==> src/design/gfx_pkg.sv <==
package gfx_pkg;

    // fixed-point coordinate and the records built from it
    typedef logic signed [15:0] coord_t;
    typedef logic [3*$bits(coord_t)-1:0] vertex_t;
    typedef logic [12*$bits(coord_t)-1:0] transform_t;

    // instance 0 is always the camera
    typedef logic [7:0] inst_id_t;

    // local vertex index, three of them per triangle with v0 on top
    typedef logic [7:0] vidx_t;
    typedef logic [3*$bits(vidx_t)-1:0] tri_idx_t;

    typedef logic [12:0] vert_addr_t;
    typedef logic [12:0] tri_addr_t;
    typedef logic [7:0] tri_count_t;

    typedef enum logic [3:0] {
        st_idle,
        st_load_base,
        st_req_tri,
        st_wait_tri,
        st_req_v0,
        st_cap_v0,
        st_cap_v1,
        st_cap_v2,
        st_present,
        st_next_inst,
        st_done
    } frame_state_e;

    typedef enum logic {
        kind_camera,
        kind_triangle
    } setup_kind_e;

    // corner n of a packed triangle, n = 0 selects the upper field
    function automatic vidx_t pick_vidx(tri_idx_t idx, logic [1:0] n);
        case (n)
            2'd0: return idx[3*$bits(vidx_t)-1:2*$bits(vidx_t)];
            2'd1: return idx[2*$bits(vidx_t)-1:$bits(vidx_t)];
            default: return idx[$bits(vidx_t)-1:0];
        endcase
    endfunction

endpackage

==> src/design/frame_driver.sv <==
`timescale 1ns/1ps

module frame_driver (
    input  logic                   clk,
    input  logic                   rst,

    // frame control
    input  gfx_pkg::inst_id_t      max_inst,
    input  logic                   world_busy,
    output logic                   draw_done,

    // instance table
    output gfx_pkg::inst_id_t      inst_rd_id,
    input  gfx_pkg::vert_addr_t    vert_base,
    input  gfx_pkg::tri_addr_t     tri_base,
    input  gfx_pkg::tri_count_t    tri_count,
    input  gfx_pkg::transform_t    transform,

    // triangle and vertex memories
    output gfx_pkg::tri_addr_t     tri_addr,
    input  gfx_pkg::tri_idx_t      tri_idx,
    output gfx_pkg::vert_addr_t    vert_addr,
    input  gfx_pkg::vertex_t       vert_data,

    // setup records towards the transform stage
    input  logic                   in_ready,
    output logic                   out_valid,
    output gfx_pkg::setup_kind_e   setup_kind,
    output gfx_pkg::inst_id_t      setup_inst,
    output gfx_pkg::vertex_t       setup_v0,
    output gfx_pkg::vertex_t       setup_v1,
    output gfx_pkg::vertex_t       setup_v2,
    output gfx_pkg::transform_t    setup_transform
);

    gfx_pkg::frame_state_e state;

    gfx_pkg::inst_id_t     inst_ctr;
    gfx_pkg::tri_count_t   tri_ctr;
    gfx_pkg::tri_idx_t     idx_r;
    logic [1:0]            corner_sel;
    logic                  last_tri;
    logic                  last_inst;

    // the table is read by the current instance number
    assign inst_rd_id = inst_ctr;

    assign last_tri  = (tri_ctr == tri_count - gfx_pkg::tri_count_t'(1));
    assign last_inst = (inst_ctr >= max_inst);

    // triangle address follows the counter and is sampled by the memory every edge
    assign tri_addr = tri_base + gfx_pkg::tri_addr_t'(tri_ctr);

    // v0 goes out first and v1 and v2 follow while earlier corners return
    always_comb begin
        case (state)
            gfx_pkg::st_cap_v0: corner_sel = 2'd1;
            gfx_pkg::st_cap_v1: corner_sel = 2'd2;
            default:            corner_sel = 2'd0;
        endcase
        vert_addr = vert_base
                  + gfx_pkg::vert_addr_t'(gfx_pkg::pick_vidx(idx_r, corner_sel));
    end

    // control path
    always_ff @(posedge clk or posedge rst) begin
        if (rst) begin
            state     <= gfx_pkg::st_idle;
            inst_ctr  <= '0;
            tri_ctr   <= '0;
            out_valid <= 1'b0;
            draw_done <= 1'b0;
        end else begin
            draw_done <= 1'b0;

            case (state)
                gfx_pkg::st_idle: begin
                    if (!world_busy) begin
                        state <= gfx_pkg::st_load_base;
                    end
                end

                // table read in flight
                gfx_pkg::st_load_base: begin
                    state <= gfx_pkg::st_req_tri;
                end

                // descriptor is valid here and tri_addr goes out this cycle
                gfx_pkg::st_req_tri: begin
                    if (inst_ctr == '0) begin
                        out_valid <= 1'b1;
                        state     <= gfx_pkg::st_present;
                    end else if (tri_count == '0) begin
                        state <= gfx_pkg::st_next_inst;
                    end else begin
                        state <= gfx_pkg::st_wait_tri;
                    end
                end

                gfx_pkg::st_wait_tri: begin
                    state <= gfx_pkg::st_req_v0;
                end

                gfx_pkg::st_req_v0: begin
                    state <= gfx_pkg::st_cap_v0;
                end

                gfx_pkg::st_cap_v0: begin
                    state <= gfx_pkg::st_cap_v1;
                end

                gfx_pkg::st_cap_v1: begin
                    state <= gfx_pkg::st_cap_v2;
                end

                gfx_pkg::st_cap_v2: begin
                    out_valid <= 1'b1;
                    state     <= gfx_pkg::st_present;
                end

                // record held until the transform stage takes it
                gfx_pkg::st_present: begin
                    if (in_ready) begin
                        out_valid <= 1'b0;
                        if (inst_ctr != '0 && !last_tri) begin
                            tri_ctr <= tri_ctr + gfx_pkg::tri_count_t'(1);
                            state   <= gfx_pkg::st_req_tri;
                        end else if (last_inst) begin
                            tri_ctr   <= '0;
                            draw_done <= 1'b1;
                            state     <= gfx_pkg::st_done;
                        end else begin
                            tri_ctr <= '0;
                            state   <= gfx_pkg::st_next_inst;
                        end
                    end
                end

                // only reaches done here when trailing instances were empty
                gfx_pkg::st_next_inst: begin
                    if (last_inst) begin
                        draw_done <= 1'b1;
                        state     <= gfx_pkg::st_done;
                    end else begin
                        inst_ctr <= inst_ctr + gfx_pkg::inst_id_t'(1);
                        state    <= gfx_pkg::st_load_base;
                    end
                end

                gfx_pkg::st_done: begin
                    inst_ctr <= '0;
                    tri_ctr  <= '0;
                    state    <= gfx_pkg::st_idle;
                end

                default: begin
                    state <= gfx_pkg::st_idle;
                end
            endcase
        end
    end

    // record payload is only written while no record is presented
    always_ff @(posedge clk) begin
        case (state)
            gfx_pkg::st_req_tri: begin
                if (inst_ctr == '0) begin
                    setup_kind      <= gfx_pkg::kind_camera;
                    setup_inst      <= inst_ctr;
                    setup_v0        <= '0;
                    setup_v1        <= '0;
                    setup_v2        <= '0;
                    setup_transform <= transform;
                end
            end

            gfx_pkg::st_wait_tri: begin
                idx_r <= tri_idx;
            end

            gfx_pkg::st_cap_v0: begin
                setup_v0 <= vert_data;
            end

            gfx_pkg::st_cap_v1: begin
                setup_v1 <= vert_data;
            end

            gfx_pkg::st_cap_v2: begin
                setup_v2        <= vert_data;
                setup_kind      <= gfx_pkg::kind_triangle;
                setup_inst      <= inst_ctr;
                setup_transform <= transform;
            end

            default: begin
            end
        endcase
    end

endmodule

==> config.mk <==
export PLATFORM = sky130hd
export DESIGN_NAME = frame_driver
export DESIGN_NICKNAME = d
export VERILOG_FILES = /design/src/design/gfx_pkg.sv /design/src/design/frame_driver.sv
export SDC_FILE = /design/constraint.sdc
export NUM_CORES = 1
export LEC_CHECK = 0
export BUFFER_PORTS_ARGS = -buffer_cell sky130_fd_sc_hd__buf_2
export CAP_MARGIN = 0
export CORE_AREA = 2 2 268 270
export CTS_BUF_LIST = sky130_fd_sc_hd__clkbuf_8
export CTS_CLUSTER_DIAMETER = 30
export DETAILED_ROUTE_END_ITERATION = 8
export DIE_AREA = 0 0 270 272
export GPL_ROUTABILITY_DRIVEN = 0
export PLACE_DENSITY = 0.46
export SKIP_CTS_REPAIR_TIMING = 1
export SLEW_MARGIN = 10
export SYNTH_ARGS = -nofsm -noshare
export SYNTH_HDL_FRONTEND = slang
export SYNTH_SLANG_ARGS = --single-unit
==> constraint.sdc <==
create_clock -name clk -period 16 [get_ports clk]
set_input_delay 1.6 -clock clk [delete_from_list [all_inputs] [get_ports clk]]
set_output_delay 1.6 -clock clk [all_outputs]
set_load 0.05 [all_outputs]
==> impl_metrics.csv <==
group,metric,value,unit
detailed_routing,wl,55.5,mm
synthesis,syn_avg_cell_area,17.0,um2
layout,drive_above_1_share,0.503,
layout,fin_nets,1990,
critical_path,critPathLaunchType,"register",
detailed_routing,drt_iter0_drc,562,
die,io_pins,691,
synthesis,netlist_area,14800,um2
power,leakagePower,9.12,nW
sta,layout_setup_ws,9550,ps
clock_network,cts_buffers,101,
sta,finClkSkew,40.2,ps
synthesis,yosys_most_used_dff,"edfxtp_1",
synthesis,syn-instance-count,871,
critical_path,worstPathArrival,4850,ps
detailed_routing,drc,0,
die,fp.dieH,272,um
sta,finalCritPeriodShare,0.403,
sta,worst_slew_pin_slew,1050,ps
global_routing,grt_pass1_wl,77.5,mm
clock_network,cts-root-buf,"clkbuf_8",
clock_network,cts-htree-levels,3,
critical_path,path_buf_inv,5,
hold_path,hp-class,"reg -> reg",
sta,slew_headroom,0.300,
critical_path,crit_slowest_cell,"dfrtp_1",
die,initial_core_util,0.209,
global_routing,overflow,0,
synthesis,synth.net_count,1212,
global_routing,grt_start_max_net_pins,74,
clock_network,path_clk_slew,50,ps
synthesis,yosysSeqAreaShare,0.787,
critical_path,required,14400,ps
critical_path,crit_family,"compound AO/OA/AOI/OAI gates",
synthesis,ys_seq_elements,391,
critical_path,crit_top_cell,"inv_1",
sta,setup_tns,0,ps
sta,fmax,155,MHz
die,die_w,270,um
power,powerDensity,207,nW/um2
layout,area_growth,47.3,%
detailed_routing,ant_nets,0,
detailed_routing,drtPass1Iterations,8,
sta,min_period,6450,ps
sta,setup_viol,0,
synthesis,synth_edf_count,369,
place,dp_hpwl,42.6,mm
sta,hold_viol,0,
die,core,70800,um2
detailed_routing,viasPerCell,3.96,
critical_path,crit_type,"reg -> out",
die,rows,98,
synthesis,synthArstFlopShare,0.0563,
clock_network,cts_sinks,391,
global_routing,antenna_found_initial,40,
critical_path,worstPathMaxFanout,43,
die,die_area,73400,um2
global_routing,grt_pass1_vias,11227,
detailed_routing,wl_per_cell,20.6,um
power,ir_drop,0.161,mV
clock_network,clk_latency,680,ps
run,cap_violations,0,
outcome,outcome,"complete, no violations",
clock_network,cts_tree,"built",
detailed_routing,vias,10676,
global_routing,grt.total_usage,0.145,
sta,slew_viol_final,0,
synthesis,ys_warn_count,0,
critical_path,cp-end-kind,"output pin",
critical_path,crit_chain,"inv_1, nand2_1, nor3b_2, buf_4, a222oi_1, inv_1, ha_1, inv_1, fa_1, nor2b_1, o21ai_0, a21boi_0, o311ai_0, a211oi_1, xor2_1, buf_2",
sta,rsz0062_at_grt,"false",
synthesis,yosysUniqueCellTypes,54,
place,dp_slack,10110,ps
clock_network,max-clock-path-buffers,3,
place,port-buffer-count,690,
critical_path,max_stage_delay,500,ps
path summary, 6_finish.rpt:
path                                            from                       endpoint  cells past startpoint  slack, ps
max                             state[3]$_DFFE_PP0P_                  vert_addr[12]                     16       9550
min                            out_valid$_DFFE_PP0P_          out_valid$_DFFE_PP0P_                      2        520
max reg2reg                inst_rd_id[0]$_DFFE_PP0P_  setup_transform[44]$_DFFE_PP_                      8      11530
min reg2reg                    out_valid$_DFFE_PP0P_          out_valid$_DFFE_PP0P_                      2        520
max in group asynchronous                        rst         tri_ctr[1]$_DFFE_PP0P_                      2      14320
min in group asynchronous                        rst      inst_rd_id[0]$_DFFE_PP0P_                      2       1140
report_power, final:
group	internal, mW	total [mW]	leakage (nW)	switching (mW)
clock network	0.874	1.39	1.20	0.517
logic	0.309	1.59	4.22	1.28
registers	1.44	1.53	3.70	0.0904
total	2.62	4.51	9.12	1.89
area by class of cell:
class,count,area [um2]
Fill cell,7225,49000
Inverter,40,150
Multi-Input combinational cell,414,2930
Timing Repair Buffer,701,3540
Antenna cell,19,47.5
Sequential cell,391,11600
Clock inverter,83,891
Tap cell,950,1190
Clock buffer,101,1390
sequential cells by signal, indices dropped and copies added, names as in the netlist:
signal           count
draw_done            1
setup_inst           8
idx_r               24
setup_v2            48
setup_v1            48
inst_rd_id           8
state                4
tri_ctr              8
out_valid            1
setup_transform    192
setup_kind           1
setup_v0            48
cell usage after synthesis (14+ instances only):
library cell,number,area [um2]
edfxtp_1,369,11100
and2_1,146,913
inv_1,40,150
ha_1,29,363
nor2_1,24,90.1
clkbuf_1,23,86.3
dfrtp_1,22,551
nand2_1,21,78.8
a21oi_1,20,100
xnor2_1,19,166
nand3_1,18,90.1
o21ai_0,17,85.1
xor2_1,14,123
per-stage QoR:
stage	cell area, um2	std cells	power (mW)	util	hold WS, ps
floorplan	14800	871	2.78	-	523
global placement	19400	2496	3.15	0.275	524
detailed placement	19400	2496	3.16	0.275	522
CTS	21700	2680	4.59	0.307	532
global route	21700	2689	4.71	0.307	572
finish	21800	2699	4.51	0.308	517
placed cells by master (no fill, tap or decap), types with 4 or more instances in the layout:
master      instances
and3_1              6
a211oi_1            4
clkinvlp_4          9
nand3_1            18
a21oi_1            18
xnor2_1            19
a21o_1              5
clkbuf_8          101
bufinv_16          17
clkinv_1           12
o21ai_0            17
xor2_1             14
nand2_1            21
o31ai_1             4
a222oi_1            9
o211ai_1            5
nor3_1              7
a21boi_0            4
diode_2            19
dfrtp_1            22
buf_4              11
and2_1            146
edfxtp_1          369
a31oi_1             5
clkinv_2           19
inv_1              57
mux2i_1             6
ha_1               29
buf_2             690
nor2_1             23
nand2b_1            4
metal layers:
| metal | share of wire | vias up | GRT usage |
|---|---|---|---|
| met5 | 0.0012 | - | 0 |
| met4 | 0.039 | 12 | 0.0750 |
| met3 | 0.091 | 149 | 0.0604 |
| met2 | 0.50 | 558 | 0.246 |
| met1 | 0.37 | 5096 | 0.154 |
| li1 | - | 4861 | - |
kinds of logic (layout without fill, tap and decap cells):
group	count (synthesis)	count (layout)	synth area share
DFF	391	391	0.787
and+or+nand+nor	247	247	0.0971
AOI/OAI and AO/OA	96	96	0.0461
buffers and inverters	66	925	0.0178
xor gates and xnor gates	33	33	0.0196
adders and majority gates	31	31	0.0273
muxes	7	7	0.00483
other	0	19	0
worst min-delay path, cell delays in order, from the launching register on:
cell and delay, ps:
dfrtp_1 350, nor2_1 50, nor2_1 70
Note: power is estimated with default switching activity, not from simulation.
